<file path="config.mk">
export PLATFORM = sky130hd
export DESIGN_NAME = fmau_special_top
export DESIGN_NICKNAME = d
export VERILOG_FILES = /design/src/hdl/fmau_special_pkg.sv /design/src/hdl/fmau_operand_class.sv /design/src/hdl/fmau_expnt_range.sv /design/src/hdl/fmau_special_ctrl.sv /design/src/hdl/fmau_nan_payload.sv /design/src/hdl/fmau_result_pack.sv /design/src/hdl/fmau_special_top.sv
export SDC_FILE = /design/constraint.sdc
export NUM_CORES = 1
export LEC_CHECK = 0
export BUFFER_PORTS_ARGS = -buffer_cell sky130_fd_sc_hd__buf_2
export CAP_MARGIN = 20
export CORE_UTILIZATION = 40
export DETAILED_ROUTE_END_ITERATION = 12
export PLACE_DENSITY = 0.7
export SETUP_SLACK_MARGIN = 0.15
export SYNTH_ARGS = -nofsm -noshare
export SYNTH_HDL_FRONTEND = slang
export SYNTH_SLANG_ARGS = --single-unit
</file>
<file path="constraint.sdc">
create_clock -name fmau_ex2_data_clk -period 4.2 [get_ports fmau_ex2_data_clk]
set_input_delay 0.84 -clock fmau_ex2_data_clk [delete_from_list [all_inputs] [get_ports fmau_ex2_data_clk]]
set_output_delay 0.84 -clock fmau_ex2_data_clk [all_outputs]
set_load 0.01 [all_outputs]
</file>
<file path="src/hdl/fmau_special_pkg.sv">
package fmau_special_pkg;

  // ========================================
  // Format widths
  // ========================================
  localparam int SINGLE_EXPN = 8;
  localparam int DOUBLE_EXPN = 11;
  localparam int SINGLE_FRAC = 23;
  localparam int DOUBLE_FRAC = 52;

  // Upper word of a single result
  localparam logic [31:0] NAN_BOX = 32'hffff_ffff;

  typedef logic [63:0] data_t;
  // Biased product exponent, top bits give overflow and sign headroom
  typedef logic [12:0] expnt_t;
  typedef logic [2:0]  rm_t;
  // Invalid in bit 1, overflow in bit 0
  typedef logic [1:0]  fflags_t;
  // lfn, inf, zero, src2 from the top down
  typedef logic [3:0]  special_sign_t;

  // ========================================
  // Rounding modes
  // ========================================
  localparam rm_t RM_RNE = 3'd0;
  localparam rm_t RM_RTZ = 3'd1;
  localparam rm_t RM_RDN = 3'd2;
  localparam rm_t RM_RUP = 3'd3;
  localparam rm_t RM_RMM = 3'd4;

  // Class of one operand in one format, subnormals count as norm
  typedef struct packed {
    logic snan;
    logic qnan;
    logic inf;
    logic zero;
    logic norm;
  } op_class_t;

  typedef struct packed {
    op_class_t dbl;
    op_class_t sgl;
  } src_type_t;

  typedef struct packed {
    logic      dst_double;
    logic      mac;
    rm_t       rm;
    logic      mult_sign;
    logic      src2_sign;
    expnt_t    mult_expnt;
  } ex1_op_t;

  // One-hot choice of the special result
  typedef struct packed {
    logic qnan;
    logic cnan;
    logic lfn;
    logic inf;
    logic zero;
    logic src2;
  } special_sel_t;

endpackage

</file>
<file path="src/hdl/fmau_operand_class.sv">
`timescale 1ns/1ps

module fmau_operand_class
(
  input  fmau_special_pkg::ex1_op_t   ex1_op,
  input  fmau_special_pkg::src_type_t ex1_srcv0_type,
  input  fmau_special_pkg::src_type_t ex1_srcv1_type,
  input  fmau_special_pkg::src_type_t ex1_srcv2_type,
  output fmau_special_pkg::op_class_t cls0,
  output fmau_special_pkg::op_class_t cls1,
  output fmau_special_pkg::op_class_t cls2
);

  import fmau_special_pkg::*;

  // A plain multiply adds an exact zero
  localparam op_class_t NO_MAC_CLASS = '{snan: 1'b0, qnan: 1'b0, inf: 1'b0,
                                         zero: 1'b1, norm: 1'b0};

  op_class_t cls2_view;

  // Destination view of each operand
  assign cls0      = ex1_op.dst_double ? ex1_srcv0_type.dbl : ex1_srcv0_type.sgl;
  assign cls1      = ex1_op.dst_double ? ex1_srcv1_type.dbl : ex1_srcv1_type.sgl;
  assign cls2_view = ex1_op.dst_double ? ex1_srcv2_type.dbl : ex1_srcv2_type.sgl;

  assign cls2 = ex1_op.mac ? cls2_view : NO_MAC_CLASS;

endmodule

</file>
<file path="src/hdl/fmau_expnt_range.sv">
`timescale 1ns/1ps

module fmau_expnt_range
(
  input  fmau_special_pkg::ex1_op_t   ex1_op,
  input  fmau_special_pkg::op_class_t cls0,
  input  fmau_special_pkg::op_class_t cls1,
  input  fmau_special_pkg::op_class_t cls2,
  output logic                        ex1_of
);

  import fmau_special_pkg::*;

  // First biased exponent past the largest finite one
  localparam expnt_t DBL_OF_EXPNT = expnt_t'(1) << DOUBLE_EXPN;
  localparam expnt_t SGL_OF_EXPNT = expnt_t'(1) << SINGLE_EXPN;

  expnt_t of_expnt;
  logic   mult_norm;
  logic   expnt_of_range;
  logic   expnt_at_max;

  assign of_expnt  = ex1_op.dst_double ? DBL_OF_EXPNT : SGL_OF_EXPNT;
  assign mult_norm = cls0.norm & cls1.norm;

  // Negative exponents have bit 12 set and fall above the window
  assign expnt_of_range = (ex1_op.mult_expnt >= of_expnt)
                        && (ex1_op.mult_expnt < (of_expnt << 1));

  // Top binade can still round over without an addend
  assign expnt_at_max = ex1_op.mult_expnt == (of_expnt - expnt_t'(1));

  assign ex1_of = mult_norm
                && ((expnt_of_range && (cls2.norm || cls2.zero))
                   || (expnt_at_max && !ex1_op.mac));

endmodule

</file>
<file path="src/hdl/fmau_special_ctrl.sv">
`timescale 1ns/1ps

module fmau_special_ctrl
(
  input  logic                            fmau_ex2_data_clk,
  input  logic                            rst_n,
  input  logic                            cp0_dqnan,
  input  logic                            ex1_pipe_down,
  input  logic                            ex2_pipe_down,
  input  fmau_special_pkg::ex1_op_t       ex1_op,
  input  fmau_special_pkg::op_class_t     cls0,
  input  fmau_special_pkg::op_class_t     cls1,
  input  fmau_special_pkg::op_class_t     cls2,
  input  logic                            ex1_of,
  output logic [2:0]                      ex1_nan_sel,
  output fmau_special_pkg::special_sel_t  ex2_special_sel,
  output fmau_special_pkg::special_sign_t ex2_special_sign,
  output logic                            ex3_special_data_vld,
  output fmau_special_pkg::fflags_t       ex3_special_fflags
);

  import fmau_special_pkg::*;

  logic [2:0]    snan;
  logic [2:0]    qnan;
  logic [2:0]    inf;
  logic [2:0]    zero;
  logic [2:0]    norm;
  logic          nan_win;
  logic          sub;
  logic          prod_inf;
  logic          prod_zero;
  logic          inf_x_zero;
  logic          inf_m_inf;
  logic          invalid;
  logic          of_to_inf;
  logic          of_to_lfn;
  special_sel_t  ex1_sel;
  special_sign_t ex1_sign;
  fflags_t       ex2_fflags;

  assign snan = {cls2.snan, cls1.snan, cls0.snan};
  assign qnan = {cls2.qnan, cls1.qnan, cls0.qnan};
  assign inf  = {cls2.inf,  cls1.inf,  cls0.inf};
  assign zero = {cls2.zero, cls1.zero, cls0.zero};
  assign norm = {cls2.norm, cls1.norm, cls0.norm};

  // ========================================
  // EX1 decision
  // ========================================
  // Lowest-numbered sNaN first, then lowest-numbered qNaN
  assign ex1_nan_sel = (|snan) ? (snan & (~snan + 3'd1)) : (qnan & (~qnan + 3'd1));
  assign nan_win     = |ex1_nan_sel;

  assign sub       = (ex1_op.mult_sign ^ ex1_op.src2_sign) && ex1_op.mac;
  assign prod_inf  = (inf[0] && (inf[1] || norm[1])) || (inf[1] && norm[0]);
  assign prod_zero = (zero[0] && (zero[1] || norm[1])) || (zero[1] && norm[0]);

  assign inf_x_zero = (inf[0] && zero[1]) || (inf[1] && zero[0]);
  assign inf_m_inf  = prod_inf && inf[2] && sub;
  assign invalid    = (|snan) || inf_x_zero || inf_m_inf;

  // Overflow goes to inf or lfn by direction of rounding
  assign of_to_inf = (ex1_op.rm == RM_RNE) || (ex1_op.rm == RM_RMM)
                   || ((ex1_op.rm == RM_RDN) && ex1_op.mult_sign)
                   || ((ex1_op.rm == RM_RUP) && !ex1_op.mult_sign);
  assign of_to_lfn = (ex1_op.rm == RM_RTZ)
                   || ((ex1_op.rm == RM_RDN) && !ex1_op.mult_sign)
                   || ((ex1_op.rm == RM_RUP) && ex1_op.mult_sign);

  assign ex1_sel.qnan = nan_win && cp0_dqnan;
  assign ex1_sel.cnan = (nan_win && !cp0_dqnan) || inf_m_inf
                      || (inf_x_zero && !ex1_nan_sel[2]);
  assign ex1_sel.lfn  = ex1_of && of_to_lfn;
  assign ex1_sel.inf  = ((|inf) && !nan_win && !inf_x_zero && !inf_m_inf)
                      || (ex1_of && of_to_inf);
  assign ex1_sel.zero = prod_zero && zero[2];
  assign ex1_sel.src2 = prod_zero && norm[2];

  // lfn, inf, zero, src2
  assign ex1_sign[3] = ex1_op.mult_sign;
  assign ex1_sign[2] = (inf[0] || inf[1] || ex1_of) ? ex1_op.mult_sign : ex1_op.src2_sign;
  assign ex1_sign[1] = sub ? (ex1_op.rm == RM_RDN) : ex1_op.mult_sign;
  assign ex1_sign[0] = ex1_op.src2_sign;

  // ========================================
  // Stage registers
  // ========================================
  always_ff @(posedge fmau_ex2_data_clk)
  begin
    if (!rst_n)
    begin
      ex2_special_sel <= '0;
      ex2_fflags      <= '0;
    end
    else if (ex1_pipe_down)
    begin
      ex2_special_sel <= ex1_sel;
      ex2_fflags      <= {invalid, ex1_of};
    end
  end

  always_ff @(posedge fmau_ex2_data_clk)
  begin
    if (ex1_pipe_down)
      ex2_special_sign <= ex1_sign;
  end

  always_ff @(posedge fmau_ex2_data_clk)
  begin
    if (!rst_n)
    begin
      ex3_special_data_vld <= 1'b0;
      ex3_special_fflags   <= '0;
    end
    else if (ex2_pipe_down)
    begin
      ex3_special_data_vld <= |ex2_special_sel;
      ex3_special_fflags   <= ex2_fflags;
    end
  end

endmodule

</file>
<file path="src/hdl/fmau_nan_payload.sv">
`timescale 1ns/1ps

module fmau_nan_payload
(
  input  logic                    fmau_ex2_data_clk,
  input  logic                    ex1_pipe_down,
  input  logic [2:0]              ex1_nan_sel,
  input  fmau_special_pkg::data_t ex1_srcv0,
  input  fmau_special_pkg::data_t ex1_srcv1,
  input  fmau_special_pkg::data_t ex1_srcv2,
  output fmau_special_pkg::data_t ex2_special_data
);

  import fmau_special_pkg::*;

  data_t ex1_special_data;

  // Addend bits also serve the src2 result when no NaN wins
  always_comb
  begin
    case (ex1_nan_sel)
      3'b001:  ex1_special_data = ex1_srcv0;
      3'b010:  ex1_special_data = ex1_srcv1;
      default: ex1_special_data = ex1_srcv2;
    endcase
  end

  always_ff @(posedge fmau_ex2_data_clk)
  begin
    if (ex1_pipe_down)
      ex2_special_data <= ex1_special_data;
  end

endmodule

</file>
<file path="src/hdl/fmau_result_pack.sv">
`timescale 1ns/1ps

module fmau_result_pack
(
  input  logic                            fmau_ex2_data_clk,
  input  logic                            ex1_pipe_down,
  input  logic                            ex2_pipe_down,
  input  fmau_special_pkg::ex1_op_t       ex1_op,
  input  fmau_special_pkg::special_sel_t  ex2_special_sel,
  input  fmau_special_pkg::special_sign_t ex2_special_sign,
  input  fmau_special_pkg::data_t         ex2_special_data,
  output fmau_special_pkg::data_t         ex3_special_result
);

  import fmau_special_pkg::*;

  logic        ex2_dst_double;
  data_t       dbl_result;
  logic [31:0] sgl_result;
  data_t       ex2_special_result;

  always_ff @(posedge fmau_ex2_data_clk)
  begin
    if (ex1_pipe_down)
      ex2_dst_double <= ex1_op.dst_double;
  end

  // ========================================
  // Encodings per format
  // ========================================
  always_comb
  begin
    unique case (1'b1)
      ex2_special_sel.src2:
      begin
        dbl_result = {ex2_special_sign[0], ex2_special_data[62:0]};
        sgl_result = {ex2_special_sign[0], ex2_special_data[30:0]};
      end
      ex2_special_sel.zero:
      begin
        dbl_result = {ex2_special_sign[1], 63'b0};
        sgl_result = {ex2_special_sign[1], 31'b0};
      end
      ex2_special_sel.inf:
      begin
        dbl_result = {ex2_special_sign[2], {DOUBLE_EXPN{1'b1}}, {DOUBLE_FRAC{1'b0}}};
        sgl_result = {ex2_special_sign[2], {SINGLE_EXPN{1'b1}}, {SINGLE_FRAC{1'b0}}};
      end
      ex2_special_sel.lfn:
      begin
        dbl_result = {ex2_special_sign[3], {(DOUBLE_EXPN-1){1'b1}}, 1'b0,
                      {DOUBLE_FRAC{1'b1}}};
        sgl_result = {ex2_special_sign[3], {(SINGLE_EXPN-1){1'b1}}, 1'b0,
                      {SINGLE_FRAC{1'b1}}};
      end
      ex2_special_sel.cnan:
      begin
        dbl_result = {1'b0, {DOUBLE_EXPN{1'b1}}, 1'b1, {(DOUBLE_FRAC-1){1'b0}}};
        sgl_result = {1'b0, {SINGLE_EXPN{1'b1}}, 1'b1, {(SINGLE_FRAC-1){1'b0}}};
      end
      ex2_special_sel.qnan:
      begin
        // Payload kept, quiet bit forced
        dbl_result = {ex2_special_data[63], {DOUBLE_EXPN{1'b1}}, 1'b1,
                      ex2_special_data[DOUBLE_FRAC-2:0]};
        sgl_result = {ex2_special_data[31], {SINGLE_EXPN{1'b1}}, 1'b1,
                      ex2_special_data[SINGLE_FRAC-2:0]};
      end
      default:
      begin
        dbl_result = '0;
        sgl_result = '0;
      end
    endcase
  end

  assign ex2_special_result = ex2_dst_double ? dbl_result : {NAN_BOX, sgl_result};

  always_ff @(posedge fmau_ex2_data_clk)
  begin
    if (ex2_pipe_down)
      ex3_special_result <= ex2_special_result;
  end

endmodule

</file>
<file path="src/hdl/fmau_special_top.sv">
`timescale 1ns/1ps

module fmau_special_top
(
  input  logic                           fmau_ex2_data_clk,
  input  logic                           rst_n,
  input  logic                           cp0_dqnan,
  input  logic                           ex1_pipe_down,
  input  logic                           ex2_pipe_down,
  input  fmau_special_pkg::ex1_op_t      ex1_op,
  input  fmau_special_pkg::data_t        ex1_srcv0,
  input  fmau_special_pkg::data_t        ex1_srcv1,
  input  fmau_special_pkg::data_t        ex1_srcv2,
  input  fmau_special_pkg::src_type_t    ex1_srcv0_type,
  input  fmau_special_pkg::src_type_t    ex1_srcv1_type,
  input  fmau_special_pkg::src_type_t    ex1_srcv2_type,
  output fmau_special_pkg::special_sel_t ex2_special_sel,
  output logic                           ex3_special_data_vld,
  output fmau_special_pkg::fflags_t      ex3_special_fflags,
  output fmau_special_pkg::data_t        ex3_special_result
);

  import fmau_special_pkg::*;

  op_class_t     cls0;
  op_class_t     cls1;
  op_class_t     cls2;
  logic          ex1_of;
  logic [2:0]    ex1_nan_sel;
  special_sign_t ex2_special_sign;
  data_t         ex2_special_data;

  fmau_operand_class u_operand_class
  (
    .ex1_op         (ex1_op),
    .ex1_srcv0_type (ex1_srcv0_type),
    .ex1_srcv1_type (ex1_srcv1_type),
    .ex1_srcv2_type (ex1_srcv2_type),
    .cls0           (cls0),
    .cls1           (cls1),
    .cls2           (cls2)
  );

  fmau_expnt_range u_expnt_range
  (
    .ex1_op (ex1_op),
    .cls0   (cls0),
    .cls1   (cls1),
    .cls2   (cls2),
    .ex1_of (ex1_of)
  );

  fmau_special_ctrl u_special_ctrl
  (
    .fmau_ex2_data_clk    (fmau_ex2_data_clk),
    .rst_n                (rst_n),
    .cp0_dqnan            (cp0_dqnan),
    .ex1_pipe_down        (ex1_pipe_down),
    .ex2_pipe_down        (ex2_pipe_down),
    .ex1_op               (ex1_op),
    .cls0                 (cls0),
    .cls1                 (cls1),
    .cls2                 (cls2),
    .ex1_of               (ex1_of),
    .ex1_nan_sel          (ex1_nan_sel),
    .ex2_special_sel      (ex2_special_sel),
    .ex2_special_sign     (ex2_special_sign),
    .ex3_special_data_vld (ex3_special_data_vld),
    .ex3_special_fflags   (ex3_special_fflags)
  );

  fmau_nan_payload u_nan_payload
  (
    .fmau_ex2_data_clk (fmau_ex2_data_clk),
    .ex1_pipe_down     (ex1_pipe_down),
    .ex1_nan_sel       (ex1_nan_sel),
    .ex1_srcv0         (ex1_srcv0),
    .ex1_srcv1         (ex1_srcv1),
    .ex1_srcv2         (ex1_srcv2),
    .ex2_special_data  (ex2_special_data)
  );

  fmau_result_pack u_result_pack
  (
    .fmau_ex2_data_clk  (fmau_ex2_data_clk),
    .ex1_pipe_down      (ex1_pipe_down),
    .ex2_pipe_down      (ex2_pipe_down),
    .ex1_op             (ex1_op),
    .ex2_special_sel    (ex2_special_sel),
    .ex2_special_sign   (ex2_special_sign),
    .ex2_special_data   (ex2_special_data),
    .ex3_special_result (ex3_special_result)
  );

endmodule

</file>
[Yosys cells after proc, flatten, opt, wreduce, memory -nomap -nowiden]
Index checks and enable logic that the tools add are counted.
Storage, ports and cells
  register bits: 144
  input bits: 247
  word-level logic and storage cells: 102
Operators by class
  $add $sub $neg: 3
  magnitude comparators: 2
  eq/ne operators: 7
  mux-type cells: 12
  bitwise operators: 6
  reductions and logical operators: 58
Operators with widths (number)
  $pmux 64 s6: 1
  $pmux 32 s6: 1
  $pmux 64 s2: 1
  $mux 32: 1
  $logic_and 1x1->1: 27
  $mux 5: 4
  $logic_or 1x1->1: 19
  $eq 13x13->1: 1
  $ge 13x13->1: 1
  $lt 13x13->1: 1
  $sub 13x1->13 const B: 1
  $mux 12: 1
  $eq 3x2->1 const B: 3
  $reduce_or 3->1: 3
  $logic_not 1->1: 7
  $add 3x1->3 const B: 2
  $and 3x3->3: 2
  $eq 3x1->1 const B: 2
  $not 3->3: 2
  $reduce_or 6->1: 1
  $eq 3x3->1 const B: 1
  $logic_not 3->1: 1
  $mux 3: 1
  $mux 1: 2
  2 further kinds: 2

[Logic depth before layout (Yosys ltp)]
Gate-level depths: netlist of run 1.
  depth after elaboration: 12
  mapped depth: 9
  mapped depth without buffers: 7

[Modules after synthesis]
From an unflattened synthesis of run 1, not the netlist that was laid out.
Second synthesis, totals
  cell total of the unflattened synthesis: 799
  area, all modules: 8592.0 um^2
By module, submodules not included
  fmau_nan_payload: instances 1, cells each 505, area an instance 4709.5 um^2
  fmau_result_pack: instances 1, cells each 162, area an instance 2673.8 um^2
  fmau_special_ctrl: instances 1, cells each 84, area an instance 755.7 um^2
  fmau_operand_class: instances 1, cells each 22, area an instance 256.5 um^2
  fmau_expnt_range: instances 1, cells each 26, area an instance 196.4 um^2

[Least setup slack after synthesis of run 1]
OpenSTA, ideal clock, no wires.
  path kind: input to register
  from: input ex1_op[19] in the netlist's numbering
  to: register u_special_ctrl.ex2_fflags[0]
  arrival time: 2702 ps
  required time: 4142 ps
  setup slack: 1440 ps
  stages: 8
  buffers on the path: 2
  path through: buf_6 > buf_6 > inv_1 > ha_1 > or3b_2 > or4_4 > a211oi_2 > o21a_1
On the way
  word-level cells in the longest chain between the ends: 6
  elaborated cells on any way between the ends: 16
  classes of those cells: 1 x add/sub; 2 x order compare; 1 x eq/ne; 5 x mux; 1 x bitwise; 6 x reduce/logical
Ends and longest elaborated chain
  start: declaration: RTL line fmau_special_top.sv:10  | input fmau_special_pkg::ex1_op_t ex1_op,
  $mux 12 / $mux 5 (equally long branches): RTL line fmau_expnt_range.sv:23, fmau_operand_class.sv:25
  $sub 13x1->13, or another cell as far along: RTL line fmau_expnt_range.sv:31  | assign expnt_at_max = ex1_op.mult_expnt == (of_expnt - expnt_t'(1));
  $eq 13x13->1, or another cell as far along: RTL line fmau_expnt_range.sv:31
  $logic_and 1x1->1, on equally long branches: RTL line fmau_expnt_range.sv:35, fmau_expnt_range.sv:34
  $logic_or 1x1->1: RTL line fmau_expnt_range.sv:35  | || (expnt_at_max && !ex1_op.mac));
  $logic_and 1x1->1 *: RTL line fmau_expnt_range.sv:34  | && ((expnt_of_range && (cls2.norm || cls2.zero))
  end signal: assignment: RTL line fmau_special_ctrl.sv:99  | ex2_fflags <= {invalid, ex1_of};
  end: declaration: RTL line fmau_special_ctrl.sv:40  | fflags_t ex2_fflags;
Every way passes the cells marked *; elsewhere a longest branch is shown, timed or not.
A chain may end at the register's enable or synchronous reset.

[Worst setup path in the final report of run 1]
  from: input ex1_op[19] in the netlist's numbering
  to: register u_nan_payload.ex2_special_data[52] (data pin)
On the way
  word-level cells in the longest chain between the ends: 8
  elaborated cells on any way between the ends: 15
  classes of those cells: 2 x add/sub; 2 x eq/ne; 6 x mux; 4 x bitwise; 1 x reduce/logical
Ends and longest elaborated chain
  $mux 5: RTL line fmau_operand_class.sv:25  | assign cls2_view = ex1_op.dst_double ? ex1_srcv2_type.dbl : ex1_srcv2_type.sgl;
  $mux 5: RTL line fmau_operand_class.sv:27  | assign cls2 = ex1_op.mac ? cls2_view : NO_MAC_CLASS;
  $not 3->3: RTL line fmau_special_ctrl.sv:52  | assign ex1_nan_sel = (|snan) ? (snan & (~snan + 3'd1)) : (qnan & (~qnan + 3'd1));
  $add 3x1->3: RTL line fmau_special_ctrl.sv:52
  $and 3x3->3: RTL line fmau_special_ctrl.sv:52
  $mux 3 *: RTL line fmau_special_ctrl.sv:52
  $eq 3x2->1 / $eq 3x1->1 (equally long branches): RTL line fmau_nan_payload.sv:21  | case (ex1_nan_sel)
  $pmux 64 s2 *: RTL line fmau_nan_payload.sv:21
  via u_nan_payload.ex1_special_data[52]: RTL line fmau_nan_payload.sv:16  | data_t ex1_special_data;
  end signal: assignment: RTL line fmau_nan_payload.sv:31  | ex2_special_data <= ex1_special_data;
  end: declaration: RTL line fmau_nan_payload.sv:11  | output fmau_special_pkg::data_t ex2_special_data
The timed path passes the listed nets; every way through them passes the cells marked *.

==> results of run 1 <==
-- layout by cell type (no fill, tap or decap), types with 3 or more instances in the layout --
| cell type | count |
|---|---|
| buf_2 | 317 |
| edfxtp_1 | 133 |
| a21o_1 | 115 |
| a22o_1 | 65 |
| nor2_1 | 22 |
| clkbuf_16 | 17 |
| a21oi_1 | 11 |
| nand2_1 | 11 |
| dfxtp_1 | 11 |
| o21a_1 | 10 |
| o21ai_0 | 9 |
| buf_4 | 9 |
| inv_1 | 7 |
| nor3_1 | 6 |
| nand3_1 | 5 |
| a211o_1 | 4 |
| mux2i_1 | 4 |
| ha_1 | 4 |
| clkinv_4 | 4 |
| mux2i_2 | 3 |
| nand2b_1 | 3 |
| a22oi_1 | 3 |
| nor3b_1 | 3 |
| bufinv_16 | 3 |
-- per-stage QoR --
stage          cell area (sq um)   util  total power [mW]  worst slack [ps]
6_report                    9290  0.553              3.87              1390
5_1_grt                     9290  0.553              4.02              1210
2_1_floorplan               6970      -              2.12              1440
4_1_cts                     9290  0.553              3.90              1370
3_5_place_dp                8700  0.517              2.39               952
3_3_place_gp                8700  0.517              2.38              1040
-- metal layers --
metal | share of wire | wire [um] | up-vias
met3 | 0.063 | 1180 | 18
met1 | 0.43 | 8000 | 2602
met2 | 0.50 | 9270 | 235
met4 | 0.013 | 247 | 0
li1 | - | - | 2694
met5 | 0 | 0 | -
-- synth_stat cells (3+ instances only) --
master      n  area (sq um)
mux2i_2     3          41.3
mux2i_1     4          40.0
buf_6       9           101
clkbuf_1   15          56.3
nor3_1      6          30.0
a211o_1     4          35.0
dfxtp_1    11           220
a22oi_1     3          22.5
inv_1       7          26.3
nor2_1     22          82.6
a21oi_1    11          55.1
nand3_1     5          25.0
nand2_1    11          41.3
buf_2      11          55.1
a22o_1     65           569
ha_1        4          50.1
edfxtp_1  133          3990
o21a_1     11          82.6
o21ai_0     9          45.0
nand2b_1    3          18.8
nor3b_1     3          22.5
a21o_1    115           863
-- report_power, final --
group	total (mW)	switching, mW	internal [mW]
Combinational	0.582	0.302	0.279
Sequential	1.78	0.0431	1.74
Clock	1.50	0.571	0.933
Total	3.87	0.916	2.95
-- critical path, delay by kind of cell --
| family | cells | cell delay (ps) |
|---|---|---|
| AOI/OAI and AO/OA | 2 | 770 |
| buffers and inverters | 2 | 810 |
| and+or+nand+nor | 3 | 620 |
-- flip-flops by register name, summed over array words and instances, names as in the netlist --
| name | cells |
|---|---|
| u_result_pack.ex3_special_result | 64 |
| u_result_pack.ex2_dst_double | 1 |
| u_nan_payload.ex2_special_data | 64 |
| u_special_ctrl.ex2_fflags | 2 |
| u_special_ctrl.ex2_special_sel | 6 |
| u_special_ctrl.ex3_special_fflags | 2 |
| u_special_ctrl.ex3_special_data_vld | 1 |
| u_special_ctrl.ex2_special_sign | 4 |
-- kinds of logic (layout without fill, tap and decap cells) --
logic type               after synthesis  in the layout  synth area share
XOR/XNOR                               3              3           0.00377
adder cells (fa/ha/maj)                4              4           0.00718
flip-flops                           144            144             0.605
AO/OA/AOI/OAI                        242            242             0.273
buffers and inverters                 44            366            0.0370
multiplexers                           8              8            0.0133
AND/OR/NAND/NOR                       74             74            0.0610
-- worst min path at each step --
stage | from | to | slack [ps]
detailed placement | u_special_ctrl.ex3_special_fflags[0] | u_special_ctrl.ex3_special_fflags[0] | 480
global placement | u_special_ctrl.ex3_special_fflags[0] | u_special_ctrl.ex3_special_fflags[0] | 470
CTS | u_special_ctrl.ex3_special_fflags[0] | u_special_ctrl.ex3_special_fflags[0] | 490
floorplan | u_special_ctrl.ex2_fflags[0] | u_special_ctrl.ex3_special_fflags[0] | 460
finish | u_special_ctrl.ex3_special_fflags[0] | u_special_ctrl.ex3_special_fflags[0] | 490
global route | u_special_ctrl.ex3_special_fflags[0] | u_special_ctrl.ex3_special_fflags[0] | 510
-- cell type report --
cell class	count	area share
clock buffer	18	0.0462
clock inverter	13	0.0178
inverter	8	0.00323
multi-input combinational	331	0.270
sequential	144	0.453
tap	220	0.0296
timing repair buffer	327	0.180
==> results_dict.tcl, run 1 <==
set metrics [dict create \
    status "finished clean" \
    cpMaxStageDelayCell "o21a_2" \
    globalplace.congestion 0.824 \
    initial_core_util 0.414 \
    synth.distinct_cells 68 \
    synth_edf_count 133 \
    crit_start "ex1_op[19]" \
    max_slew_margin 0.375 \
    crit_type "in2reg" \
    async_reset_ff_frac 0 \
    worstSkewPairLatency_ps 410 \
    hold_depth 2 \
    antenna_found_initial 0 \
    io_pins 320 \
    ys_seq_area_frac 0.605 \
    route.detailed.drc 0 \
    cts.htree.levels 4 \
    hold_class "reg2reg" \
    cts_buffer_depth 2 \
    grt.busiest_layer "met2" \
    p_leak_nw 4.54 \
    r2r_cells 4 \
    dp.cells 1030 \
    insertedDiodeCount 0 \
    synth_nets 770 \
    cts-buffers-inserted 17 \
    finalCriticalPeriod_ps 2810 \
    grt_pass1_wl_um 28200 \
    clock-root-buffer "clkbuf_16" \
    r2r-end "u_result_pack.ex3_special_result[29]" \
    die_h_um 134 \
    cap_violations 0 \
    met2_usage 0.360 \
    worstPathArrival_ps 3080 \
    first_pass_iters 4 \
    drtAntennaViolNets 0 \
    whs_ps 487 \
    worst_pin_slew_ps 937 \
    vias 5549 \
    die_area_sq_um 18000 \
    synth_seq_cells 144 \
    cp.required_ps 4470 \
    die_w_um 134 \
    met1_usage 0.257 \
    setup_violations 0 \
    grt_max_degree 69 \
    first_iter_violations 287 \
    netlist_area_sq_um 6970 \
    cp_max_fo 36 \
    startpoint_type "input pin" \
    path_cells "buf_2 -> nor3b_2 -> nor2_2 -> nor2_1 -> o21a_2 -> buf_4 -> a21o_1" \
    grt_setup_unrepaired "false" \
    final_nets 1080 \
    hold_buffers 0 \
    p_per_area_nw_per_um2 416 \
    area_growth_pct 33.4 \
    cts.reportedPaths.clkPinSlew_ps 60 \
    hold_violations 0 \
    synth_warnings 0 \
    postCtsSetupRepairBufs 0 \
    regArea_sq_um 4210 \
    portBuffers 319 \
    grt_pass1_vias 5318 \
    r2r_start "u_special_ctrl.ex2_special_sel[0]" \
    post_cts_resized 0 \
    fill_cells 1508 \
    overflow 0 \
    layout-drive-gt1-share 0.449 \
    via_per_inst 5.23 \
    routed_wirelength_um 18700 \
    fin_crit_sh 0.668 \
    clkSinkCount 144 \
    crit_end "u_nan_payload.ex2_special_data[52]" \
    wire_per_inst_um 17.6 \
    ir_worst_vdd_mv 0.264 \
    avgSynthCellArea_sq_um 13.4 \
    core_sq_um 16800 \
    skew_ps 6.09 \
    use_met3 0.0412 \
    finalNonFillerCells 1061 \
    tns_ps 0 \
    cts_tree "built" \
    max_stage_delay_ps 600 \
    synth_ff_type "edfxtp_1" \
    hpwl_um 13400 \
    grt_use_total 0.207 \
    worst_setup_path_end_kind "flop" \
    fmax_mhz 356 \
    num_rows 47 \
    synthCells 519 \
    final_max_slew_viol_count 0 \
    multiInputGateArea_sq_um 2510 \
    r2r_slack_ps 1800 \
]
Power figures use the tool's default switching activity.
==> run 2: changes to the inputs <==
- clock period: 4.2 -> 2.9 ns (I/O delays scaled with it)
==> run 2 against run 1 <==
Clock power grew 45%. Design area up 0.59%. Final cell count rose by 0.57%. Setup slack got worse by 650 ps. Register-to-register slack got worse by 950 ps. Wire length grew 0.66%. Clock-buffer cell count did not move. Worst hold slack got worse by 67 ps. First-iteration DRC count shrank 31%. Via count is 1.1% higher. Combinational power rose by 47%. Critical endpoint is now u_nan_payload.ex2_special_data[47]. Largest power group unchanged. Highest routed layer unchanged.
==> results_dict.tcl, run 2 (synthesis gave the netlist of run 1 again) <==
set metrics [dict create \
    status "finished clean" \
    io_pins 320 \
    hpwl_um 13600 \
    finalNonFillerCells 1067 \
    r2r_cells 4 \
    finalCriticalPeriod_ps 2160 \
    hold_violations 0 \
    fin_crit_sh 0.745 \
    crit_top_cell "buf_4" \
    max_slew_margin 0.415 \
    cts.htree.levels 4 \
    initial_core_util 0.414 \
    cts_tree "built" \
    die_area_sq_um 18000 \
    hold_depth 1 \
    wire_per_inst_um 17.6 \
    regArea_sq_um 4210 \
    postCtsSetupRepairBufs 0 \
    tns_ps 0 \
    p_per_area_nw_per_um2 599 \
    cpMaxStageDelayCell "buf_4" \
    post_cts_resized 0 \
    insertedDiodeCount 0 \
    cp_max_fo 30 \
    worst_pin_slew_ps 877 \
    overflow 0 \
    cap_violations 0 \
    worstPathArrival_ps 2430 \
    core_sq_um 16800 \
    cts.reportedPaths.clkPinSlew_ps 60 \
    p_leak_nw 4.57 \
    startpoint_type "input pin" \
    cts_buffer_depth 2 \
    worstSkewPairLatency_ps 410 \
    clkSinkCount 144 \
    grt_pass1_wl_um 28400 \
    fmax_mhz 463 \
    drtAntennaViolNets 0 \
    crit_buf_inv 3 \
    path_cells "buf_2 -> buf_4 -> mux2i_2 -> o221ai_2 -> o21ai_4 -> buf_4 -> a22o_1 -> a21o_1" \
    hold_buffers 0 \
    cp.required_ps 3170 \
    mostFrequentLayoutCells "buf_2, edfxtp_1, a21o_1, a22o_1, nor2_1" \
    layout-drive-gt1-share 0.455 \
    die_h_um 134 \
    multiInputGateArea_sq_um 2510 \
    vias 5610 \
    first_iter_violations 197 \
    route.detailed.drc 0 \
    r2r_slack_ps 850 \
    num_rows 47 \
    grt_use_total 0.210 \
    max_stage_delay_ps 350 \
    dp_slack_ps 335 \
    skew_ps 7.31 \
    setup_violations 0 \
    grt_setup_unrepaired "false" \
    via_per_inst 5.26 \
    min_from "ex1_op[13]" \
    first_pass_iters 5 \
    whs_endpoint "u_special_ctrl.ex2_special_sign[0]" \
    portBuffers 319 \
    r2r_start "u_special_ctrl.ex2_special_sel[5]" \
    final_max_slew_viol_count 0 \
    r2r-end "u_result_pack.ex3_special_result[27]" \
    fill_cells 1439 \
    hold_class "in2reg" \
    clock-root-buffer "clkbuf_16" \
    crit_type "in2reg" \
    antenna_found_initial 0 \
    fin_util 0.556 \
    grt_pass1_vias 5374 \
    whs_ps 421 \
    dp.cells 1036 \
    crit_family "buffers and inverters" \
    final_common_cell "buf_2" \
    fin_ws_ps 739 \
    die_w_um 134 \
    area_growth_pct 34.1 \
    ir_worst_vdd_mv 0.381 \
    grt_max_degree 44 \
    worst_setup_path_end_kind "flop" \
    top_regs "u_nan_payload.ex2_special_data x64, u_result_pack.ex3_special_result x64, u_special_ctrl.ex2_special_sel x6" \
    final_nets 1086 \
    cts-buffers-inserted 17 \
    routed_wirelength_um 18800 \
    globalplace.congestion 0.792 \
]
-- run 2: power breakdown --
part / internal [mW] / total, mW / switching [mW]
Combinational: 0.411 / 0.854 / 0.443
Clock: 1.35 / 2.17 / 0.820
Sequential: 2.51 / 2.58 / 0.0631
-- run 2: final cells by class --
type | count | share of cell area
sequential | 144 | 0.451
multi-input combinational | 331 | 0.268
timing repair buffer | 333 | 0.185
clock buffer | 18 | 0.0459
tap | 220 | 0.0294
clock inverter | 13 | 0.0174
inverter | 8 | 0.00321
-- run 2: worst reg2reg max path, cell delays in order (launching register included) --
cell and delay [ps]:
dfxtp_1 530, or2_2 740, nor2_1 90, o21ai_1 350, o21a_1 210
-- run 2: metrics by stage --
step / power, mW / area, sq um
after global routing: 5.82 / 9350
after floorplan: 3.07 / 6970
after global placement: 3.46 / 8760
final: 5.60 / 9350
after CTS: 5.66 / 9350
after detailed placement: 3.48 / 8760
-- run 2: how the worst max path moves through the flow --
stage,startpoint,to,slack [ps],depth (start not counted)
floorplan,ex1_op[19],u_special_ctrl.ex2_fflags[0],400,8
global placement,ex1_op[19],u_nan_payload.ex2_special_data[47],380,8
detailed placement,ex1_op[19],u_nan_payload.ex2_special_data[47],330,8
CTS,u_special_ctrl.ex2_special_sel[5],u_result_pack.ex3_special_result[27],760,4
global route,u_special_ctrl.ex2_special_sel[5],u_result_pack.ex3_special_result[27],650,4
finish,ex1_op[19],u_nan_payload.ex2_special_data[47],740,8
-- run 2: layer usage --
layer,up-vias,GRT usage,wire (um)
met4,0,0.0606,152
met2,231,0.377,9650
met1,2663,0.253,7910
li1,2701,-,-
met3,15,0.0438,1100
met5,-,0,0
